**config.mk**
```make
export PLATFORM = sky130hd
export DESIGN_NAME = mc_pod
export DESIGN_NICKNAME = d
export VERILOG_FILES = /design/src/common/mc_noc_pkg.sv /design/src/common/mc_packet_pkg.sv /design/src/pod/mc_pod.sv /design/src/tile/mc_tile.sv /design/src/tile/mc_mem_endpoint.sv /design/src/hdl/mc_router.sv /design/src/hdl/mc_link_fifo.sv
export VERILOG_INCLUDE_DIRS = /design/src /design/src/common
export SDC_FILE = /design/constraint.sdc
export NUM_CORES = 2
export LEC_CHECK = 0
export BUFFER_PORTS_ARGS = -buffer_cell sky130_fd_sc_hd__buf_2
export CAP_MARGIN = 20
export CORE_AREA = 8 8 400 480
export CTS_CLUSTER_SIZE = 40
export DETAILED_ROUTE_END_ITERATION = 7
export DIE_AREA = 0 0 408 488
export PLACE_DENSITY = 0.56
export SYNTH_ARGS = -nofsm -noshare
export SYNTH_HDL_FRONTEND = slang
export SYNTH_SLANG_ARGS = --single-unit
```
**constraint.sdc**
```tcl
create_clock -name clk_i -period 4.1 [get_ports clk_i]
set_input_delay 0.615 -clock clk_i [delete_from_list [all_inputs] [get_ports clk_i]]
set_output_delay 0.615 -clock clk_i [all_outputs]
set_load 0.1 [all_outputs]
```
**src/common/mc_consts.svh**
```systemverilog
/* row geometry and field widths; MC_X_W must cover every tile plus
   the out-of-range values that leave at the east edge */
`ifndef MC_CONSTS_SVH
`define MC_CONSTS_SVH

`define MC_NUM_PODS      2
`define MC_TILES_PER_POD 2

// coordinate, address, data and tag widths
`define MC_X_W    3
`define MC_ADDR_W 4
`define MC_DATA_W 32
`define MC_TAG_W  4

`define MC_MEM_WORDS (1 << `MC_ADDR_W)

`endif
```
**src/common/mc_noc_pkg.sv**
```systemverilog
/* link-level types shared by routers and the row; X only, no Y dimension */
`include "mc_consts.svh"

package mc_noc_pkg;

  // tile coordinate along the row
  typedef logic [`MC_X_W-1:0] x_cord_t;

  // request identifier, echoed in the response
  typedef logic [`MC_TAG_W-1:0] tag_t;

  // which reverse source gets priority next
  typedef enum logic {
    LOCAL = 1'b0,
    THRU  = 1'b1
  } rr_dir_e;

endpackage

```
**src/common/mc_packet_pkg.sv**
```systemverilog
/* request and response packet formats; one word per packet, no bursts */
`include "mc_consts.svh"

package mc_packet_pkg;
  import mc_noc_pkg::*;

  typedef enum logic {
    LOAD  = 1'b0,
    STORE = 1'b1
  } mc_op_e;

  // forward network, west to east
  typedef struct packed {
    mc_op_e                 op;
    x_cord_t                dst_x;
    tag_t                   tag;
    logic [`MC_ADDR_W-1:0]  addr;
    logic [`MC_DATA_W-1:0]  data;
  } mc_req_pkt_t;

  // reverse network, east to west
  // data is the stored word for STORE, the read word for LOAD
  typedef struct packed {
    x_cord_t                src_x;
    tag_t                   tag;
    mc_op_e                 op;
    logic [`MC_DATA_W-1:0]  data;
  } mc_resp_pkt_t;

endpackage

```
**src/pod/mc_pod.sv**
```systemverilog
/* tiles get consecutive X coordinates starting at pod_x_p*MC_TILES_PER_POD;
   index 0 is the west end */
`include "mc_consts.svh"

module mc_pod #(
  parameter int pod_x_p = 0
) (
  input  logic                        clk_i,
  input  logic                        arst_n_i,
  input  logic                        fwd_in_valid_i,
  output logic                        fwd_in_ready_o,
  input  mc_packet_pkg::mc_req_pkt_t  fwd_in_pkt_i,
  output logic                        fwd_out_valid_o,
  input  logic                        fwd_out_ready_i,
  output mc_packet_pkg::mc_req_pkt_t  fwd_out_pkt_o,
  input  logic                        rev_in_valid_i,
  output logic                        rev_in_ready_o,
  input  mc_packet_pkg::mc_resp_pkt_t rev_in_pkt_i,
  output logic                        rev_out_valid_o,
  input  logic                        rev_out_ready_i,
  output mc_packet_pkg::mc_resp_pkt_t rev_out_pkt_o
);

  import mc_noc_pkg::*;
  import mc_packet_pkg::*;

  localparam int N = `MC_TILES_PER_POD;

  // link k sits west of tile k
  logic         fwd_valid [0:N];
  logic         fwd_ready [0:N];
  mc_req_pkt_t  fwd_pkt   [0:N];
  logic         rev_valid [0:N];
  logic         rev_ready [0:N];
  mc_resp_pkt_t rev_pkt   [0:N];

  assign fwd_valid[0]    = fwd_in_valid_i;
  assign fwd_pkt[0]      = fwd_in_pkt_i;
  assign fwd_in_ready_o  = fwd_ready[0];
  assign fwd_out_valid_o = fwd_valid[N];
  assign fwd_out_pkt_o   = fwd_pkt[N];
  assign fwd_ready[N]    = fwd_out_ready_i;

  assign rev_valid[N]    = rev_in_valid_i;
  assign rev_pkt[N]      = rev_in_pkt_i;
  assign rev_in_ready_o  = rev_ready[N];
  assign rev_out_valid_o = rev_valid[0];
  assign rev_out_pkt_o   = rev_pkt[0];
  assign rev_ready[0]    = rev_out_ready_i;

  for (genvar i = 0; i < N; i++) begin : g_tile
    mc_tile #(.x_cord_p(x_cord_t'(pod_x_p * N + i))) tile (
      .clk_i(clk_i), .arst_n_i(arst_n_i),
      .fwd_in_valid_i(fwd_valid[i]), .fwd_in_ready_o(fwd_ready[i]),
      .fwd_in_pkt_i(fwd_pkt[i]),
      .fwd_out_valid_o(fwd_valid[i+1]), .fwd_out_ready_i(fwd_ready[i+1]),
      .fwd_out_pkt_o(fwd_pkt[i+1]),
      .rev_in_valid_i(rev_valid[i+1]), .rev_in_ready_o(rev_ready[i+1]),
      .rev_in_pkt_i(rev_pkt[i+1]),
      .rev_out_valid_o(rev_valid[i]), .rev_out_ready_i(rev_ready[i]),
      .rev_out_pkt_o(rev_pkt[i])
    );
  end

endmodule

```
**src/tile/mc_tile.sv**
```systemverilog
/* both incoming links are registered, so no combinational path crosses
   a tile boundary */
module mc_tile #(
  parameter mc_noc_pkg::x_cord_t x_cord_p = '0
) (
  input  logic                        clk_i,
  input  logic                        arst_n_i,
  input  logic                        fwd_in_valid_i,
  output logic                        fwd_in_ready_o,
  input  mc_packet_pkg::mc_req_pkt_t  fwd_in_pkt_i,
  output logic                        fwd_out_valid_o,
  input  logic                        fwd_out_ready_i,
  output mc_packet_pkg::mc_req_pkt_t  fwd_out_pkt_o,
  input  logic                        rev_in_valid_i,
  output logic                        rev_in_ready_o,
  input  mc_packet_pkg::mc_resp_pkt_t rev_in_pkt_i,
  output logic                        rev_out_valid_o,
  input  logic                        rev_out_ready_i,
  output mc_packet_pkg::mc_resp_pkt_t rev_out_pkt_o
);

  import mc_packet_pkg::*;

  logic         fwd_valid, fwd_ready;
  mc_req_pkt_t  fwd_pkt;
  logic         thru_valid, thru_ready;
  mc_resp_pkt_t thru_pkt;
  logic         ej_valid, ej_ready;
  mc_req_pkt_t  ej_pkt;
  logic         loc_valid, loc_ready;
  mc_resp_pkt_t loc_pkt;

  mc_link_fifo #(.pkt_t(mc_req_pkt_t)) fwd_fifo (
    .clk_i(clk_i), .arst_n_i(arst_n_i),
    .in_valid_i(fwd_in_valid_i), .in_ready_o(fwd_in_ready_o), .in_pkt_i(fwd_in_pkt_i),
    .out_valid_o(fwd_valid), .out_ready_i(fwd_ready), .out_pkt_o(fwd_pkt)
  );

  mc_link_fifo #(.pkt_t(mc_resp_pkt_t)) rev_fifo (
    .clk_i(clk_i), .arst_n_i(arst_n_i),
    .in_valid_i(rev_in_valid_i), .in_ready_o(rev_in_ready_o), .in_pkt_i(rev_in_pkt_i),
    .out_valid_o(thru_valid), .out_ready_i(thru_ready), .out_pkt_o(thru_pkt)
  );

  mc_router #(.x_cord_p(x_cord_p)) router (
    .clk_i(clk_i), .arst_n_i(arst_n_i),
    .fwd_valid_i(fwd_valid), .fwd_ready_o(fwd_ready), .fwd_pkt_i(fwd_pkt),
    .east_valid_o(fwd_out_valid_o), .east_ready_i(fwd_out_ready_i),
    .east_pkt_o(fwd_out_pkt_o),
    .ej_valid_o(ej_valid), .ej_ready_i(ej_ready), .ej_pkt_o(ej_pkt),
    .loc_valid_i(loc_valid), .loc_ready_o(loc_ready), .loc_pkt_i(loc_pkt),
    .thru_valid_i(thru_valid), .thru_ready_o(thru_ready), .thru_pkt_i(thru_pkt),
    .west_valid_o(rev_out_valid_o), .west_ready_i(rev_out_ready_i),
    .west_pkt_o(rev_out_pkt_o)
  );

  mc_mem_endpoint #(.x_cord_p(x_cord_p)) endpoint (
    .clk_i(clk_i), .arst_n_i(arst_n_i),
    .req_valid_i(ej_valid), .req_ready_o(ej_ready), .req_pkt_i(ej_pkt),
    .resp_valid_o(loc_valid), .resp_ready_i(loc_ready), .resp_pkt_o(loc_pkt)
  );

endmodule

```
**src/tile/mc_mem_endpoint.sv**
```systemverilog
/* one request at a time; no new request is taken while a response is
   held, so throughput is at most one request every two cycles */
`include "mc_consts.svh"

module mc_mem_endpoint #(
  parameter mc_noc_pkg::x_cord_t x_cord_p = '0
) (
  input  logic                        clk_i,
  input  logic                        arst_n_i,
  input  logic                        req_valid_i,
  output logic                        req_ready_o,
  input  mc_packet_pkg::mc_req_pkt_t  req_pkt_i,
  output logic                        resp_valid_o,
  input  logic                        resp_ready_i,
  output mc_packet_pkg::mc_resp_pkt_t resp_pkt_o
);

  import mc_packet_pkg::*;

  logic [`MC_DATA_W-1:0] mem_q [`MC_MEM_WORDS];
  logic                  resp_valid_q;
  mc_resp_pkt_t          resp_pkt_q;
  logic                  req_fire;

  assign req_ready_o  = ~resp_valid_q;
  assign req_fire     = req_valid_i & req_ready_o;
  assign resp_valid_o = resp_valid_q;
  assign resp_pkt_o   = resp_pkt_q;

  // word memory starts out all zero
  always_ff @(posedge clk_i or negedge arst_n_i) begin
    if (!arst_n_i) begin
      for (int i = 0; i < `MC_MEM_WORDS; i++) mem_q[i] <= '0;
    end else if (req_fire && req_pkt_i.op == STORE) begin
      mem_q[req_pkt_i.addr] <= req_pkt_i.data;
    end
  end

  always_ff @(posedge clk_i or negedge arst_n_i) begin
    if (!arst_n_i) begin
      resp_valid_q <= 1'b0;
    end else if (req_fire) begin
      resp_valid_q <= 1'b1;
    end else if (resp_ready_i) begin
      resp_valid_q <= 1'b0;
    end
  end

  always_ff @(posedge clk_i) begin
    if (req_fire) begin
      resp_pkt_q.src_x <= x_cord_p;
      resp_pkt_q.tag   <= req_pkt_i.tag;
      resp_pkt_q.op    <= req_pkt_i.op;
      // store echoes the written word
      resp_pkt_q.data  <= (req_pkt_i.op == STORE) ? req_pkt_i.data : mem_q[req_pkt_i.addr];
    end
  end

endmodule

```
**src/hdl/mc_router.sv**
```systemverilog
/* combinational between the tile FIFOs; an ejecting packet that is not
   taken blocks the forward path, there is no bypass */
module mc_router #(
  parameter mc_noc_pkg::x_cord_t x_cord_p = '0
) (
  input  logic                        clk_i,
  input  logic                        arst_n_i,
  input  logic                        fwd_valid_i,
  output logic                        fwd_ready_o,
  input  mc_packet_pkg::mc_req_pkt_t  fwd_pkt_i,
  output logic                        east_valid_o,
  input  logic                        east_ready_i,
  output mc_packet_pkg::mc_req_pkt_t  east_pkt_o,
  output logic                        ej_valid_o,
  input  logic                        ej_ready_i,
  output mc_packet_pkg::mc_req_pkt_t  ej_pkt_o,
  input  logic                        loc_valid_i,
  output logic                        loc_ready_o,
  input  mc_packet_pkg::mc_resp_pkt_t loc_pkt_i,
  input  logic                        thru_valid_i,
  output logic                        thru_ready_o,
  input  mc_packet_pkg::mc_resp_pkt_t thru_pkt_i,
  output logic                        west_valid_o,
  input  logic                        west_ready_i,
  output mc_packet_pkg::mc_resp_pkt_t west_pkt_o
);

  import mc_noc_pkg::*;

  logic    eject;
  logic    pick_loc;
  logic    both_wait;
  rr_dir_e rr_q;
  logic    hold_q;
  rr_dir_e hold_dir_q;

  // forward side: eject on matching X, else pass east
  assign eject        = (fwd_pkt_i.dst_x == x_cord_p);
  assign ej_valid_o   = fwd_valid_i & eject;
  assign east_valid_o = fwd_valid_i & ~eject;
  assign ej_pkt_o     = fwd_pkt_i;
  assign east_pkt_o   = fwd_pkt_i;
  assign fwd_ready_o  = eject ? ej_ready_i : east_ready_i;

  // reverse side: keep a stalled choice so west_pkt_o stays stable
  assign both_wait = loc_valid_i & thru_valid_i;

  always_comb begin
    if (hold_q) begin
      pick_loc = (hold_dir_q == LOCAL);
    end else begin
      pick_loc = loc_valid_i & (~thru_valid_i | (rr_q == LOCAL));
    end
  end

  assign west_valid_o = loc_valid_i | thru_valid_i;
  assign west_pkt_o   = pick_loc ? loc_pkt_i : thru_pkt_i;
  assign loc_ready_o  = pick_loc & west_ready_i;
  assign thru_ready_o = ~pick_loc & west_ready_i;

  always_ff @(posedge clk_i or negedge arst_n_i) begin
    if (!arst_n_i) begin
      rr_q       <= THRU;
      hold_q     <= 1'b0;
      hold_dir_q <= THRU;
    end else begin
      hold_q     <= west_valid_o & ~west_ready_i;
      hold_dir_q <= pick_loc ? LOCAL : THRU;
      // loser of a contested grant goes first next time
      if (both_wait && west_ready_i) rr_q <= pick_loc ? THRU : LOCAL;
    end
  end

endmodule

```
**src/hdl/mc_link_fifo.sv**
```systemverilog
/* two-entry ready/valid FIFO; in_ready_o depends only on state, so
   no combinational path runs from out_ready_i back to the input */
module mc_link_fifo #(
  parameter type pkt_t = logic [7:0]
) (
  input  logic clk_i,
  input  logic arst_n_i,
  input  logic in_valid_i,
  output logic in_ready_o,
  input  pkt_t in_pkt_i,
  output logic out_valid_o,
  input  logic out_ready_i,
  output pkt_t out_pkt_o
);

  pkt_t       mem_q [2];
  logic       wr_ptr_q;
  logic       rd_ptr_q;
  logic [1:0] count_q;
  logic       in_fire;
  logic       out_fire;

  assign in_ready_o  = (count_q != 2'd2);
  assign out_valid_o = (count_q != 2'd0);
  assign out_pkt_o   = mem_q[rd_ptr_q];

  assign in_fire  = in_valid_i & in_ready_o;
  assign out_fire = out_valid_o & out_ready_i;

  always_ff @(posedge clk_i or negedge arst_n_i) begin
    if (!arst_n_i) begin
      wr_ptr_q <= 1'b0;
      rd_ptr_q <= 1'b0;
      count_q  <= 2'd0;
    end else begin
      if (in_fire) wr_ptr_q <= ~wr_ptr_q;
      if (out_fire) rd_ptr_q <= ~rd_ptr_q;
      count_q <= count_q + 2'(in_fire) - 2'(out_fire);
    end
  end

  always_ff @(posedge clk_i) begin
    if (in_fire) mem_q[wr_ptr_q] <= in_pkt_i;
  end

endmodule

```
==> results.json <==
{
  "io_buffer_count": 177,
  "cts_buffers": 154,
  "fin_worst_skew_ns": 0.0400,
  "vias": 46700,
  "cts.sinks": 1458,
  "tns_ns": 0,
  "worst_ir_drop_vdd_mv": 0.899,
  "sw_frac_of_total_pct": 44.1,
  "tightest_slew_ns": 0.985,
  "leakage_nw": 29.7,
  "whs_ns": 0.0794,
  "max_freq_ghz": 0.260,
  "ys_seq_area_share_pct": 60.3,
  "hold_class": "in2reg",
  "min_period_ns": 3.84,
  "htreeDepth": 4,
  "min_to": "g_tile[0].tile.fwd_fifo.mem_q[0][11]",
  "clk_pin_slew_ns": 0.06,
  "critPathCaptureType": "output port",
  "worst_slack_ns": 0.260,
  "gp_congestion": 0.837,
  "multiInputGateArea_um2": 22800,
  "r2r_cells": 6,
  "p_clk_share_pct": 22.7,
  "viasPerCell": 5.38,
  "grt_first_pass_wirelength_mm": 312,
  "cts_tree": "built",
  "start_util_pct": 34.7,
  "slew_viol_final": 0,
  "coreArea_um2": 184000,
  "dp.cells": 8297,
  "fin_crit_sh_pct": 93.7,
  "pwr-share-seq_pct": 36.2,
  "final_core_util_pct": 40.3,
  "power_density_nw_per_um2": 861,
  "cp.arrival_ns": 3.22,
  "drtIter0Drc": 3840,
  "syn_to_final_growth_pct": 16.1,
  "rsz0062_at_grt": "no",
  "startpoint_type": "flop",
  "fp-row-count": 173,
  "worstSetupPathType": "reg2out",
  "drive_gt1_share_pct": 15.7,
  "synth_ff_type": "dfrtp_1",
  "crit_required_ns": 3.48,
  "drtPass1Iterations": 7,
  "grt_max_degree": 112,
  "boundaryPins": 178,
  "cap_violations": 0,
  "r2r_setup_slack_ns": 0.78,
  "r2r_end": "g_tile[0].tile.endpoint.mem_q[261]",
  "hpwl_mm": 132,
  "crit_chain": "nand2_1 -> mux2i_4 -> buf_4 -> nand2_1 -> o21ai_0 -> buf_2",
  "crit_slowest_cell": "dfrtp_1",
  "gr-total-overflow": 0,
  "synth_fp_nets": 6114,
  "async_flop_share_pct": 71.9,
  "hp-start": "fwd_in_pkt_i[11]",
  "place_ws_ns": 0.817,
  "cts_resized": 0,
  "cts_max_path_buffers": 3,
  "wl_mm": 209,
  "wire_per_inst_um": 24.1,
  "cts_root_buf": "clkbuf_16",
  "fin_area_um2": 74200,
  "cp_max_fo": 38,
  "ant_nets": 0,
  "ys_seq_elements": 1458,
  "r2r-start": "g_tile[0].tile.fwd_fifo.rd_ptr_q",
  "die_w_um": 408,
  "final_nets": 6185,
  "synth_cells": 6016,
  "max_slew_margin_pct": 34.3,
  "outcome": "finished clean",
  "yosys_warnings": 0,
  "finalNonFillerCells": 8674,
  "synth.largest_area_cell": "dfrtp_1",
  "fillers": 17700,
  "netlist_area_um2": 63900,
  "power_mw": 63.9,
  "setup_viol": 0,
  "post-route-drc-count": 0,
  "antenna_found_initial": 18,
  "slowest_delay_ns": 0.58,
  "syn_avg_cell_area_um2": 10.6,
  "synth-edff-count": 410,
  "synthTopCellsByArea": "dfrtp_1 41%, edfxtp_1 19%, a21oi_1 5.7%, nor2_1 4.5%, nand2_1 3.3%",
  "die-area_um2": 199000,
  "ff_latch_area_um2": 38600,
  "power_frac_comb_pct": 41.0,
  "power_switching_mw": 28.2,
  "yosysTopAreaCellShare_pct": 40.9,
  "place_area_um2": 68100,
  "ys_types": 57,
  "grt_usage_pct": 20.5,
  "grt_pass1_vias": 46800,
  "insertion_delay_ns": 0.80,
  "die_h_um": 488,
  "post_cts_buffers": 0,
  "p_int_mw": 35.7,
  "hold_depth": 1,
  "cp_common_cell": "nand2_1",
  "hold_viol": 0
}
[cells by family (layout without fill, tap and decap cells)]
group	after synthesis	after routing	synth area share, %
compound gates	2157	2157	21.4
simple gates	1533	1533	10.3
flops	1458	1458	60.3
buf+inv	678	878	4.97
mux	166	166	2.64
xor+xnor	16	16	0.219
fa+ha+maj	8	8	0.157
other cells	0	8	0
[cell usage in the layout, fill, tap and decap left out, types with 5 or more instances in the layout]
| cell type | Yosys | final |
|---|---|---|
| o41a_1 | 64 | 64 |
| diode_2 | 0 | 8 |
| nor4b_2 | 0 | 11 |
| o21ai_0 | 394 | 393 |
| a2111oi_0 | 128 | 128 |
| buf_4 | 68 | 204 |
| ha_1 | 8 | 8 |
| dlygate4sd3_1 | 0 | 84 |
| inv_6 | 0 | 7 |
| a21oi_1 | 734 | 733 |
| buf_12 | 0 | 48 |
| xnor2_1 | 13 | 13 |
| nor2_1 | 764 | 755 |
| clkbuf_8 | 0 | 26 |
| nand2_1 | 567 | 563 |
| clkinv_1 | 0 | 6 |
| o22ai_1 | 130 | 128 |
| mux2i_2 | 0 | 65 |
| inv_1 | 80 | 78 |
| a22oi_1 | 258 | 257 |
| a21oi_2 | 140 | 140 |
| clkbuf_1 | 362 | 37 |
| a21boi_0 | 256 | 256 |
| mux2i_1 | 147 | 81 |
| o21ai_1 | 38 | 39 |
| nor2b_1 | 7 | 7 |
| nor2_4 | 0 | 9 |
| or4b_2 | 0 | 5 |
| nand3b_1 | 5 | 5 |
| nor4_4 | 5 | 5 |
| nand4b_1 | 64 | 64 |
| clkinv_2 | 0 | 25 |
| edfxtp_1 | 410 | 410 |
| dfrtp_1 | 1044 | 1040 |
| mux2_2 | 18 | 17 |
| buf_2 | 108 | 176 |
| bufinv_16 | 0 | 14 |
| nand2b_1 | 71 | 69 |
| clkbuf_16 | 0 | 159 |
[synthesized netlist by cell type (5+ instances only)]
library cell,count
o41a_1,64
dfrtp_1,1044
nor4_4,5
buf_6,32
or3_1,5
edfxtp_1,410
a21oi_1,734
nand3b_1,5
a21boi_0,256
nand2_1,567
nor2b_1,7
inv_1,80
mux2_2,18
buf_2,108
ha_1,8
nand4b_1,64
a22oi_1,258
o22ai_1,130
nor2_1,764
nor4b_1,11
nand2b_1,71
buf_1,28
mux2i_1,147
a21oi_2,140
o21ai_0,394
clkbuf_1,362
xnor2_1,13
o21ai_1,38
buf_4,68
or4b_1,5
a2111oi_0,128
[critical path, delay by kind of cell, from the launching register on]
kind | cells | cell delay [ns]
compound gates | 1 | 0.24
buf+inv | 2 | 0.96
flops | 1 | 0.58
mux | 1 | 0.18
simple gates | 2 | 0.45
[per-layer routing]
layer,share of wire [%],GRT usage [%]
met1,43,26.8
met2,47,33.2
met3,6.9,4.62
met4,3.7,7.54
met5,0.032,0
[cell type report]
type                    count  share of cell area (%)
flip-flops and latches   1458                    51.9
multi-input cells        3880                    30.7
clock buffers             222                    6.03
repair buffers            513                    5.70
well taps                2450                    4.13
clock inverters            63                    1.09
inverters                  80                   0.405
diodes                      8                  0.0270
[registers in the layout, indices dropped and copies added (netlist names), 4 cells and up]
| register | flops |
|---|---|
| g_tile.tile.endpoint.mem_q | 1024 |
| g_tile.tile.endpoint.resp_pkt_o | 74 |
| g_tile.tile.fwd_fifo.count_q | 4 |
| g_tile.tile.fwd_fifo.mem_q | 176 |
| g_tile.tile.rev_fifo.count_q | 4 |
| g_tile.tile.rev_fifo.mem_q | 160 |
[power by group through the flow]
stage                     Clock, mW  Combinational (mW)  Sequential [mW]
after global routing           15.4                27.9             23.7
after detailed placement          0                26.2             23.4
final                          14.5                26.2             23.1
after CTS                      14.8                26.3             23.2
after floorplan                   0                17.8             22.3
after global placement            0                25.8             23.3
[timing repair]
action | CTS | global route
setup endpoints to repair | 0 | 0
hold buffers | 84 | 0
endpoints found under the hold margin | 214 | 0
[worst max-delay path by stage]
stage / startpoint / endpoint / slack, ns / cells after the start
after floorplan: g_tile[0].tile.rev_fifo.rd_ptr_q / rev_out_pkt_o[10] / 0.29 / 4
after CTS: g_tile[0].tile.endpoint.resp_valid_o / rev_out_pkt_o[28] / 0.17 / 6
after global routing: g_tile[0].tile.rev_fifo.rd_ptr_q / rev_out_pkt_o[17] / 0.01 / 3
after global placement: g_tile[0].tile.fwd_fifo.mem_q[0][33] / g_tile[0].tile.endpoint.resp_pkt_o[15] / 0.85 / 6
after detailed placement: g_tile[0].tile.fwd_fifo.rd_ptr_q / g_tile[0].tile.endpoint.mem_q[260] / 0.82 / 6
final: g_tile[0].tile.endpoint.resp_valid_o / rev_out_pkt_o[28] / 0.26 / 6
No activity file was read; power rests on OpenSTA's default activity.
